`config.mk`:
```
export PLATFORM = sky130hd
export DESIGN_NAME = icache
export DESIGN_NICKNAME = d
export VERILOG_FILES = /design/src/hw/split_cache_pkg.sv /design/src/hw/icache.sv
export SDC_FILE = /design/constraint.sdc
export NUM_CORES = 1
export LEC_CHECK = 0
export ABC_AREA = 1
export BUFFER_PORTS_ARGS = -buffer_cell sky130_fd_sc_hd__buf_2
export CORE_MARGIN = 4
export CORE_UTILIZATION = 38
export DETAILED_ROUTE_END_ITERATION = 6
export SYNTH_ARGS = -nofsm -noshare
export SYNTH_HDL_FRONTEND = slang
export SYNTH_SLANG_ARGS = --single-unit
```
`constraint.sdc`:
```
create_clock -name clk -period 9.9 [get_ports clk]
set_input_delay 0 -clock clk [delete_from_list [all_inputs] [get_ports clk]]
set_output_delay 0 -clock clk [all_outputs]
set_load 0.1 [all_outputs]
```
`src/hw/split_cache_pkg.sv`:
```
package split_cache_pkg;

	// word and address widths of the 16-bit processor bus
	localparam int WORD_W = 16;
	localparam int ADDR_W = 16;

	// a cache line holds four consecutive words
	localparam int LINE_WORDS = 4;

	// word select bits sit at the bottom of every address
	localparam int OFFSET_W = $clog2(LINE_WORDS);

	// line address as sent to the main store
	localparam int LINE_ADDR_W = ADDR_W - OFFSET_W;

	// word k of a line lives at index [k]
	typedef logic [LINE_WORDS-1:0][WORD_W-1:0] line_t;

	// cache controller states
	// the instruction cache never enters C_WRITEBACK
	typedef enum logic [1:0] {
		C_IDLE,
		C_WRITEBACK,
		C_REFILL
	} cache_state_t;

	// line operations a cache can ask of the main store
	typedef enum logic [1:0] {
		MEM_IDLE,
		MEM_READ_LINE,
		MEM_WRITE_LINE
	} mem_op_t;

endpackage

```
`src/hw/icache.sv`:
```
`timescale 1ns/1ps

module icache #(
	parameter int N_LINES = 8
) (
	input  logic                                    clk,
	input  logic                                    reset_n,
	input  logic                                    i_read,
	input  logic [split_cache_pkg::ADDR_W-1:0]      i_addr,
	output logic [split_cache_pkg::WORD_W-1:0]      o_data,
	output logic                                    o_busy,
	output split_cache_pkg::mem_op_t                o_mem_op,
	output logic [split_cache_pkg::LINE_ADDR_W-1:0] o_mem_line_addr,
	input  logic                                    i_mem_done,
	input  split_cache_pkg::line_t                  i_mem_rline
);
	import split_cache_pkg::*;

	localparam int IDX_W = $clog2(N_LINES);
	localparam int TAG_W = ADDR_W - OFFSET_W - IDX_W;

	cache_state_t state_q;
	logic [N_LINES-1:0] valid_q;
	logic [TAG_W-1:0] tag_q [N_LINES];
	line_t data_q [N_LINES];

	logic [OFFSET_W-1:0] word;
	logic [IDX_W-1:0] idx;
	logic [TAG_W-1:0] tag;
	logic hit;

	// requester holds i_addr while busy, so it is also the miss address
	assign word = i_addr[OFFSET_W-1:0];
	assign idx = i_addr[OFFSET_W+IDX_W-1:OFFSET_W];
	assign tag = i_addr[ADDR_W-1:OFFSET_W+IDX_W];
	assign hit = valid_q[idx] && (tag_q[idx] == tag);

	assign o_busy = (state_q != C_IDLE);
	assign o_mem_line_addr = i_addr[ADDR_W-1:OFFSET_W];

	// request drops in the done cycle so the store never takes it twice
	assign o_mem_op = (state_q == C_REFILL && !i_mem_done) ? MEM_READ_LINE : MEM_IDLE;

	always_ff @(posedge clk) begin
		if (!reset_n) begin
			state_q <= C_IDLE;
			valid_q <= '0;
		end else begin
			case (state_q)
				C_IDLE: begin
					if (i_read && !hit)
						state_q <= C_REFILL;
				end
				C_REFILL: begin
					if (i_mem_done) begin
						valid_q[idx] <= 1'b1;
						state_q <= C_IDLE;
					end
				end
				default: begin
					state_q <= C_IDLE;
				end
			endcase
		end
	end

	// hit read and refill both answer at the edge that ends the request
	always_ff @(posedge clk) begin
		if (state_q == C_IDLE && i_read && hit) begin
			o_data <= data_q[idx][word];
		end else if (state_q == C_REFILL && i_mem_done) begin
			data_q[idx] <= i_mem_rline;
			tag_q[idx] <= tag;
			o_data <= i_mem_rline[word];
		end
	end

endmodule

```
==> impl_metrics.env <==
export IMPL_ys_warn_count=0
export IMPL_period_share=0.3556
export IMPL_slew_headroom=0.2013
export IMPL_die_x_um=266.3
export IMPL_drc_errors=0
export IMPL_synth_seq_cells=625
export IMPL_hpwl_mm=35.81
export IMPL_portBuffers=115
export IMPL_grt_max_degree=88
export IMPL_final_antenna_net_count=0
export IMPL_cp_end_kind="flop"
export IMPL_worstPathArrival_ns=3.75
export IMPL_place_ws_ns=6.211
export IMPL_final_max_slew_viol_count=0
export IMPL_cts_reportedPaths_clkPinSlew_ns=0.06
export IMPL_drtIter0Drc=1533
export IMPL_hold_violations=0
export IMPL_drt_total_wl_mm=67.20
export IMPL_synthTopCellsByArea="edfxtp_1 (73%), nand2_1 (13%), nand3_1 (2.1%)"
export IMPL_max_stage_delay_ns=1.00
export IMPL_crit_reg2reg_launch="state_q[1]"
export IMPL_final_cell_mix="nand2_1 (894), edfxtp_1 (616), buf_2 (115)"
export IMPL_crit_required_ns=10.13
export IMPL_crit_type="flop to flop"
export IMPL_maxCapViolCount=0
export IMPL_status="complete, no violations"
export IMPL_p_leak_nw=11.06
export IMPL_grt_pass1_vias=16340
export IMPL_grt_util_all_layers=0.1881
export IMPL_insertion_delay_ns=0.61
export IMPL_die_height_um=266.3
export IMPL_path_max_fanout=34
export IMPL_setup_viol=0
export IMPL_crit_chain="nand2_1 -> nor3_2 -> buf_4 -> buf_4"
export IMPL_clock_sinks=625
export IMPL_cts_setup_buffers=0
export IMPL_fin_crit_ns=3.520
export IMPL_grt_pass1_wl_mm=101.5
export IMPL_cts_tree="done"
export IMPL_critPathTopFamily="simple AND/OR/NAND/NOR gates"
export IMPL_overflow=0
export IMPL_io_pins=117
export IMPL_htree_levels=3
export IMPL_power_density_nw_per_um2=194.1
export IMPL_start_kind="flop"
export IMPL_worst_path_buf_inv=2
export IMPL_synth_cells=2154
export IMPL_timing_final_ws_setup_ns=6.380
export IMPL_syn_to_final_growth_pct=16.67
export IMPL_rsz0062_at_grt="false"
export IMPL_cts_root_buffer="clkbuf_16"
export IMPL_timing_rr_end="data_q[4][3]"
export IMPL_cts_buffers=66
export IMPL_rows=94
export IMPL_clock_skew_ns=0.01912
export IMPL_r2r_slack_ns=6.38
export IMPL_drt_first_pass_iters=7
export IMPL_initial_core_util=0.3843
export IMPL_fmax_ghz=0.2841
export IMPL_dieArea_um2=70930
export IMPL_ys_types=31
export IMPL_yosysTopAreaCellShare=0.7295
export IMPL_yosysSeqAreaShare=0.7366
export IMPL_gp_congestion=0.8154
export IMPL_antenna_found_initial=9
export IMPL_final_layout_size_suffix_gt1_frac=0.1151
export IMPL_fin_util=0.4484
export IMPL_finalSetupTns_ns=0
export IMPL_syn_area_um2=25360
export IMPL_max_clock_path_buffers=3
export IMPL_ir_worst_vdd_mv=0.1261
export IMPL_crit_cells=4
export IMPL_hold_path_class="input pin to flop"
export IMPL_cp_slowest_cell="nor3_2"
export IMPL_tightest_slew_ns=1.195
export IMPL_viasPerCell=5.100
export IMPL_crit_end="data_q[4][3]"
export IMPL_final_net_count=2414
export IMPL_syn_num_nets=2238
export IMPL_crit_path_start="state_q[1]"
export IMPL_synth_top_area_cell="edfxtp_1"
export IMPL_synth_avg_cell_area_um2=11.77
export IMPL_wl_per_cell_um=20.68
export IMPL_final_common_cell="nand2_1"
export IMPL_cp_common_cell="buf_4"
export IMPL_ff2ff_path_depth=4
export IMPL_design_core_area_um2=65980
export IMPL_dr_total_vias=16570
==> worst min-delay path, cell delays in order <==
cell	delay (ns)
buf_2	0.10
inv_1	0.05
nor2_2	0.03
buf_4	0.23
nand2_1	0.13
a21oi_1	0.06
==> flip-flops by register name, summed over array words and instances, names as in the netlist <==
| name | count |
|---|---|
| valid_q | 8 |
| state_q | 1 |
| tag_q | 88 |
| data_q | 512 |
| o_data | 16 |
==> repair_timing <==
action	4_1_cts	5_1_grt
resized for setup	0	0
endpoints found under the hold margin	609	0
hold buffers	77	0
==> routing by layer <==
layer / global-route usage / routed length (µm) / up-vias
met5: 0 / 41 / -
li1: - / - / 7740
met1: 0.2565 / 28940 / 8153
met2: 0.3123 / 32390 / 577
met3: 0.03158 / 4460 / 98
met4: 0.05668 / 1366 / 6
==> cells in the mapped netlist (all sizes together) <==
| library cell | n |
|---|---|
| o21bai | 6 |
| nand3 | 109 |
| buf | 88 |
| clkbuf | 25 |
| nand2 | 895 |
| a32o | 16 |
| a21oi | 85 |
| or2 | 6 |
| o21ai | 10 |
| nand4 | 50 |
| o21a | 3 |
| a22oi | 18 |
| edfxtp | 616 |
| dfxtp | 9 |
| nor2 | 87 |
| inv | 103 |
| nor3 | 14 |
| conb | 1 |
| nand3b | 13 |
==> worst min path at each step <==
stage	start	end	slack, ns	cells after the start
floorplan	i_mem_rline[0]	data_q[0][0]	0.1	0
global placement	reset_n	valid_q[0]	0.28	2
detailed placement	i_mem_rline[18]	data_q[5][18]	0.29	1
CTS	i_read	state_q[1]	0.03	6
global route	i_read	state_q[1]	0.06	6
finish	i_read	state_q[1]	0.06	6
==> area by class of cell <==
| cell class | instances | area, µm² |
|---|---|---|
| clock inverter | 34 | 342.8 |
| clock buffer | 84 | 1762 |
| antenna | 6 | 15.01 |
| inverter | 103 | 394.1 |
| timing repair buffer | 221 | 1564 |
| tap | 864 | 1081 |
| fill | 5905 | 36390 |
| multi-input combinational | 1313 | 5749 |
| sequential | 625 | 18680 |
==> through the flow <==
stage / cells / hold slack [ns] / cell area, µm² / total power, mW
finish: 3250 / 0.06053 / 29590 / 5.743
global route: 3248 / 0.06441 / 29580 / 5.929
CTS: 3244 / 0.02817 / 29570 / 5.785
detailed placement: 3049 / 0.2861 / 26700 / 3.344
global placement: 3049 / 0.2783 / 26700 / 3.337
floorplan: 2154 / 0.09887 / 25360 / 3.217
==> logic make-up (layout without fill, tap and decap cells) <==
family                 Yosys count  after routing  synth area share
buffers and inverters          216            442           0.04026
flip-flops                     625            625            0.7366
AO/OA/AOI/OAI                  138            138           0.03335
other                            1              7         0.0001479
AND/OR/NAND/NOR               1174           1174            0.1897
==> report_power, final <==
group / switching (mW) / internal, mW / total, mW
combinational: 0.274 / 0.104 / 0.378
sequential: 0.00655 / 2.93 / 2.94
clock: 1.01 / 1.42 / 2.43
(Power assumes the default switching activity.)
