--- src/hw/split_cache_pkg.sv ---
package split_cache_pkg;

	// word and address widths of the 16-bit processor bus
	localparam int WORD_W = 16;
	localparam int ADDR_W = 16;

	// a cache line holds four consecutive words
	localparam int LINE_WORDS = 4;

	// word select bits sit at the bottom of every address
	localparam int OFFSET_W = $clog2(LINE_WORDS);

	// line address as sent to the main store
	localparam int LINE_ADDR_W = ADDR_W - OFFSET_W;

	// word k of a line lives at index [k]
	typedef logic [LINE_WORDS-1:0][WORD_W-1:0] line_t;

	// cache controller states
	// the instruction cache never enters C_WRITEBACK
	typedef enum logic [1:0] {
		C_IDLE,
		C_WRITEBACK,
		C_REFILL
	} cache_state_t;

	// line operations a cache can ask of the main store
	typedef enum logic [1:0] {
		MEM_IDLE,
		MEM_READ_LINE,
		MEM_WRITE_LINE
	} mem_op_t;

endpackage

--- src/hw/dcache.sv ---
`timescale 1ns/1ps

module dcache #(
	parameter int N_LINES = 8
) (
	input  logic                                    clk,
	input  logic                                    reset_n,
	input  logic                                    i_read,
	input  logic                                    i_write,
	input  logic [split_cache_pkg::ADDR_W-1:0]      i_addr,
	input  logic [split_cache_pkg::WORD_W-1:0]      i_wdata,
	output logic [split_cache_pkg::WORD_W-1:0]      o_rdata,
	output logic                                    o_busy,
	output split_cache_pkg::mem_op_t                o_mem_op,
	output logic [split_cache_pkg::LINE_ADDR_W-1:0] o_mem_line_addr,
	output split_cache_pkg::line_t                  o_mem_wline,
	input  logic                                    i_mem_done,
	input  split_cache_pkg::line_t                  i_mem_rline
);
	import split_cache_pkg::*;

	localparam int IDX_W = $clog2(N_LINES);
	localparam int TAG_W = ADDR_W - OFFSET_W - IDX_W;

	cache_state_t state_q;
	logic [N_LINES-1:0] valid_q;
	logic [N_LINES-1:0] dirty_q;
	logic [TAG_W-1:0] tag_q [N_LINES];
	line_t data_q [N_LINES];

	logic [OFFSET_W-1:0] word;
	logic [IDX_W-1:0] idx;
	logic [TAG_W-1:0] tag;
	logic req;
	logic hit;
	logic hit_accept;
	logic victim_dirty;
	logic refill_done;
	line_t fill_line;

	assign word = i_addr[OFFSET_W-1:0];
	assign idx = i_addr[OFFSET_W+IDX_W-1:OFFSET_W];
	assign tag = i_addr[ADDR_W-1:OFFSET_W+IDX_W];

	assign req = i_read || i_write;
	assign hit = valid_q[idx] && (tag_q[idx] == tag);
	assign hit_accept = (state_q == C_IDLE) && req && hit;
	assign victim_dirty = valid_q[idx] && dirty_q[idx];
	assign refill_done = (state_q == C_REFILL) && i_mem_done;

	assign o_busy = (state_q != C_IDLE);

	// victim line stays untouched until the refill lands
	assign o_mem_wline = data_q[idx];

	// a write miss merges its word into the returned line
	always_comb begin
		fill_line = i_mem_rline;
		if (i_write)
			fill_line[word] = i_wdata;
	end

	// next operation goes out in the done cycle so the store can take it at once
	always_comb begin
		o_mem_op = MEM_IDLE;
		o_mem_line_addr = i_addr[ADDR_W-1:OFFSET_W];
		case (state_q)
			C_WRITEBACK: begin
				if (i_mem_done) begin
					o_mem_op = MEM_READ_LINE;
				end else begin
					o_mem_op = MEM_WRITE_LINE;
					o_mem_line_addr = {tag_q[idx], idx};
				end
			end
			C_REFILL: begin
				if (!i_mem_done)
					o_mem_op = MEM_READ_LINE;
			end
			default: begin
				o_mem_op = MEM_IDLE;
			end
		endcase
	end

	always_ff @(posedge clk) begin
		if (!reset_n) begin
			state_q <= C_IDLE;
			valid_q <= '0;
			dirty_q <= '0;
		end else begin
			case (state_q)
				C_IDLE: begin
					if (req && !hit)
						state_q <= victim_dirty ? C_WRITEBACK : C_REFILL;
					else if (hit_accept && i_write)
						dirty_q[idx] <= 1'b1;
				end
				C_WRITEBACK: begin
					if (i_mem_done) begin
						dirty_q[idx] <= 1'b0;
						state_q <= C_REFILL;
					end
				end
				C_REFILL: begin
					if (i_mem_done) begin
						valid_q[idx] <= 1'b1;
						dirty_q[idx] <= i_write;
						state_q <= C_IDLE;
					end
				end
				default: begin
					state_q <= C_IDLE;
				end
			endcase
		end
	end

	always_ff @(posedge clk) begin
		if (hit_accept) begin
			if (i_read)
				o_rdata <= data_q[idx][word];
			if (i_write)
				data_q[idx][word] <= i_wdata;
		end else if (refill_done) begin
			data_q[idx] <= fill_line;
			tag_q[idx] <= tag;
			if (i_read)
				o_rdata <= i_mem_rline[word];
		end
	end

endmodule

--- config.mk ---
export PLATFORM = sky130hd
export DESIGN_NAME = dcache
export DESIGN_NICKNAME = d
export VERILOG_FILES = /design/src/hw/split_cache_pkg.sv /design/src/hw/dcache.sv
export SDC_FILE = /design/constraint.sdc
export NUM_CORES = 1
export LEC_CHECK = 0
export ABC_AREA = 1
export BUFFER_PORTS_ARGS = -buffer_cell sky130_fd_sc_hd__buf_4
export CELL_PAD_IN_SITES_DETAIL_PLACEMENT = 1
export CELL_PAD_IN_SITES_GLOBAL_PLACEMENT = 1
export CORE_MARGIN = 3
export CORE_UTILIZATION = 44
export DETAILED_ROUTE_END_ITERATION = 6
export PLACE_DENSITY = 0.77
export SLEW_MARGIN = 20
export SYNTH_ARGS = -nofsm -noshare
export SYNTH_HDL_FRONTEND = slang
export SYNTH_SLANG_ARGS = --single-unit
export TNS_END_PERCENT = 20
--- constraint.sdc ---
create_clock -name clk -period 3.1 [get_ports clk]
set_input_delay 0.155 -clock clk [delete_from_list [all_inputs] [get_ports clk]]
set_output_delay 0.155 -clock clk [all_outputs]
set_load 0.005 [all_outputs]
==> impl_results.md <==
* I/O Pins at 198
* Area of the mapped netlist at roughly 27000 um^2
* VDD IR max at ~0.0005 V
* Hold/Removal Path Class: input pin to flop
* Main flop type after synthesis: edfxtp_1
* Slew @ Worst Pin at approximately 1.1 ns
* Final GP Congestion at between 0.9 and 1
* Tot GR Track Use at 30.7%
* Crit path max-delay family: simple AND/OR/NAND/NOR gates
* Seq cells post-synth at about 630
* Switching pwr at between 5 and 6 mW
* Clock root cell: clkbuf_16
* Arr. time, crit path at approximately 3.5 ns
* Leak pwr at about 13 nW
* First-pass GRT wire length at between 100000 and 150000 um
* Post-synth EDFFs at just over 600
* Hold depth at 5
* DR iter-0 viols at roughly 2.4k
* CP bufs+invs at 3
* Netlist cell types at 39
* Num CTS Buffers at 69
* Register area share after synthesis at 69.9%
* Max-slew violations at 0
* Tcrit/Tclk final at between 90% and 100%
* Syn_nets at roughly 2.5k
* Crit path cell chain: or2_1, nand2_1, nand2_1, nor2_1, nand2_1, nand2_1, nand3_1, nor2_1, nand4_2, nand2_4, buf_12, nand2_1, buf_4, o21ai_0, buf_4
* CTS Buffer Depth at 3
* H-tree Lvls at 3
* CTS sink count at 634
* Final setup viols at 0
* Final instance area at 33400 um^2
* Share of flip-flops with an asynchronous set or reset at 0%
* Die footprint at approximately 64000 um^2
* Switching share of power at around a quarter
* Syn Inst Count at around 2.4k
* Fmax at roughly 330 MHz
* Synth area leaders: edfxtp_1 (69%), nand2_1 (8.6%), o21ai_0 (3.5%)
* Initial antenna violation count at 4
* Routed WL at between 90000 and 100000 um
* Slew margin rel. at 25.8%
* DRT antenna net count at 0
* Power Dens Cells at around 630 nW/um^2
* Worst path slowest cell: edfxtp_1
* Largest net degree at the start of global routing at between 100 and 150
* Dpl cells at 3407
* 1st-pass router iterations at 6
* Die X at approximately 250 um
* Vias at 21.3k
* Final Power at about 21 mW
* Synth-to-layout area growth at 24.0%
* Leading area contributor after synthesis: edfxtp_1
* Vias/cell at 6.01
* Pint at roughly 16 mW
* Input/output buffers at about 200
* Starting Density at 44.6%
* Row count at 90
* Layout Skew at slightly below 0.03 ns
* Final cell count without fillers at ~3.5k
* Sequential power share at a little under half
* Nets at 2813
* Post-DR wirelength/cell at about 28 um
* Residual DRC at 0
* Placed Area at roughly 31000 um^2
* Max FO, Critical Path at 53
* Status: finished, final reports clean
* Vias in the first global route at ~22k
* Fraction of layout cells with a size suffix above 1 at ~20%
* Worst r2r path cells at 15
* Worst Slack Setup Final at around 0.084 ns
* Worst path required time at roughly 3.5 ns
* Min Tclk post-route at between 3 and 4 ns
* Clock power frac at 39.2%
* Hold Fails Final Rpt at 0
* Pre-CTS setup slack at -0.142 ns
* Die height at 254 um
* Core Util, Final at between 50% and 60%
* Core Area at 60500 um^2
* Most frequent CP cell: nand2_1
* Yosys warnings at 0
* CP Depth at 15
* Postcts setup bufs at 0
* Detail Placement HPWL at about 69000 um
* Synthesized area per cell at around 11 um^2
* Top cell type's share of synthesized area at about 69%
* CTS tree: built
* GR Overflow Total at 0
* Worst setup SP type: flop
* Max stage delay on crit path at 0.39 ns
* Gate power share at between 10% and 20%
* Max cap viols at 0
* CP endpoint kind: flop
* Clock transition at the registers of the reported paths at ~0.06 ns
* RSZ-0062 raised after global routing: yes
* Crit path kind: flop to flop
* Clock Latency Late Sink at 0.62 ns
stage by stage:
stage | hold WS [ns] | TNS (ns)
after global routing | 0.123 | -1.43
after detailed placement | 0.441 | -2.43
after floorplan | 0.254 | 0
final | 0.0852 | 0
after global placement | 0.437 | -0.0539
after CTS | 0.0695 | 0
placed cells by master, fill, tap and decap left out, types with 4 or more instances in the layout:
cell type,n
clkinv_1,20
o22ai_1,35
nand3b_1,5
clkinv_2,10
nand4_1,48
a221oi_1,59
edfxtp_1,616
buf_12,45
buf_4,348
clkbuf_16,73
inv_1,156
nor2_2,6
clkinvlp_4,5
dfxtp_1,18
nand3_1,49
o21ai_0,184
nor2_1,155
inv_2,5
a21oi_1,95
nand2_1,618
a21oi_2,32
dlygate4sd3_1,12
and3_1,5
a22o_1,15
o21ai_1,9
ha_1,4
a22oi_1,71
clkbuf_1,8
or2_1,5
bufinv_16,6
nor2_4,9
nand2_2,11
sequential cells by signal, summed over array words and instances, names as in the netlist:
name     count
tag_q       88
state_q      2
valid_q      8
o_rdata     16
data_q     512
dirty_q      8
area by class of cell:
| type | count | area (um^2) |
|---|---|---|
| multi-input combinational | 1436 | 7100 |
| antenna | 3 | 7.51 |
| clock buffer | 81 | 1860 |
| tap | 782 | 978 |
| inverter | 162 | 608 |
| clock inverter | 44 | 389 |
| sequential | 634 | 18900 |
| timing repair buffer | 405 | 3630 |
| fill | 6183 | 27000 |
worst reg2reg max path: cells and delay by family, from the launching register on:
family | cells | cell delay, ns
AO/OA/AOI/OAI | 1 | 0.23
buffers and inverters | 3 | 0.71
flip-flops | 1 | 0.39
AND/OR/NAND/NOR | 11 | 1.51
timing repair:
item | CTS | global route
hold endpoints to repair | 99 | 0
setup endpoints to repair | 0 | 449
gates resized for setup | 0 | 6
hold buffers | 12 | 0
synthesized netlist by cell type (5+ instances only):
master,n
nand2_1,620
edfxtp_1,616
o21ai_0,189
nor2_1,167
inv_1,158
a21oi_1,127
clkbuf_1,74
a22oi_1,71
a221oi_1,59
nand3_1,49
nand4_1,48
o22ai_1,35
buf_2,34
dfxtp_1,18
a22o_1,15
buf_1,11
nand2_2,10
buf_4,8
and3_1,5
buf_6,5
nand3b_1,5
o21ai_1,5
or2_1,5
per-layer routing:
metal / part of all wire (%) / wire [um] / GRT usage [%]
met1: 38 / 37200 / 39.2
met2: 48 / 46900 / 50.3
met3: 9.5 / 9330 / 5.93
met4: 5.1 / 5040 / 15.3
met5: 0.025 / 25 / 0
final timing paths:
check | slack, ns | from | to
max | 0.08 | tag_q[3][3] | data_q[6][36]
min | 0.09 | i_mem_rline[0] | o_rdata[0]
max reg2reg | 0.08 | tag_q[3][3] | data_q[6][36]
min reg2reg | 0.48 | valid_q[2] | valid_q[2]
cells by family (layout without fill, tap and decap cells):
family / after synthesis / in the layout / synth area share [%]
AO/OA/AOI/OAI: 518 / 518 / 11.6
adder cells (fa/ha/maj): 4 / 4 / 0.186
buffers and inverters: 294 / 692 / 4.50
flip-flops: 634 / 634 / 69.9
other: 0 / 3 / 0
AND/OR/NAND/NOR: 914 / 914 / 13.7
power groups by stage:
| stage | sequential (mW) | combinational (mW) | clock (mW) |
|---|---|---|---|
| CTS | 9.94 | 2.80 | 8.33 |
| finish | 9.94 | 2.86 | 8.24 |
| detailed placement | 10.1 | 2.76 | 0 |
| global placement | 10.1 | 2.64 | 0 |
| floorplan | 10.1 | 1.21 | 0 |
| global route | 9.95 | 3.04 | 8.65 |
Power figures use the tool's default switching activity.
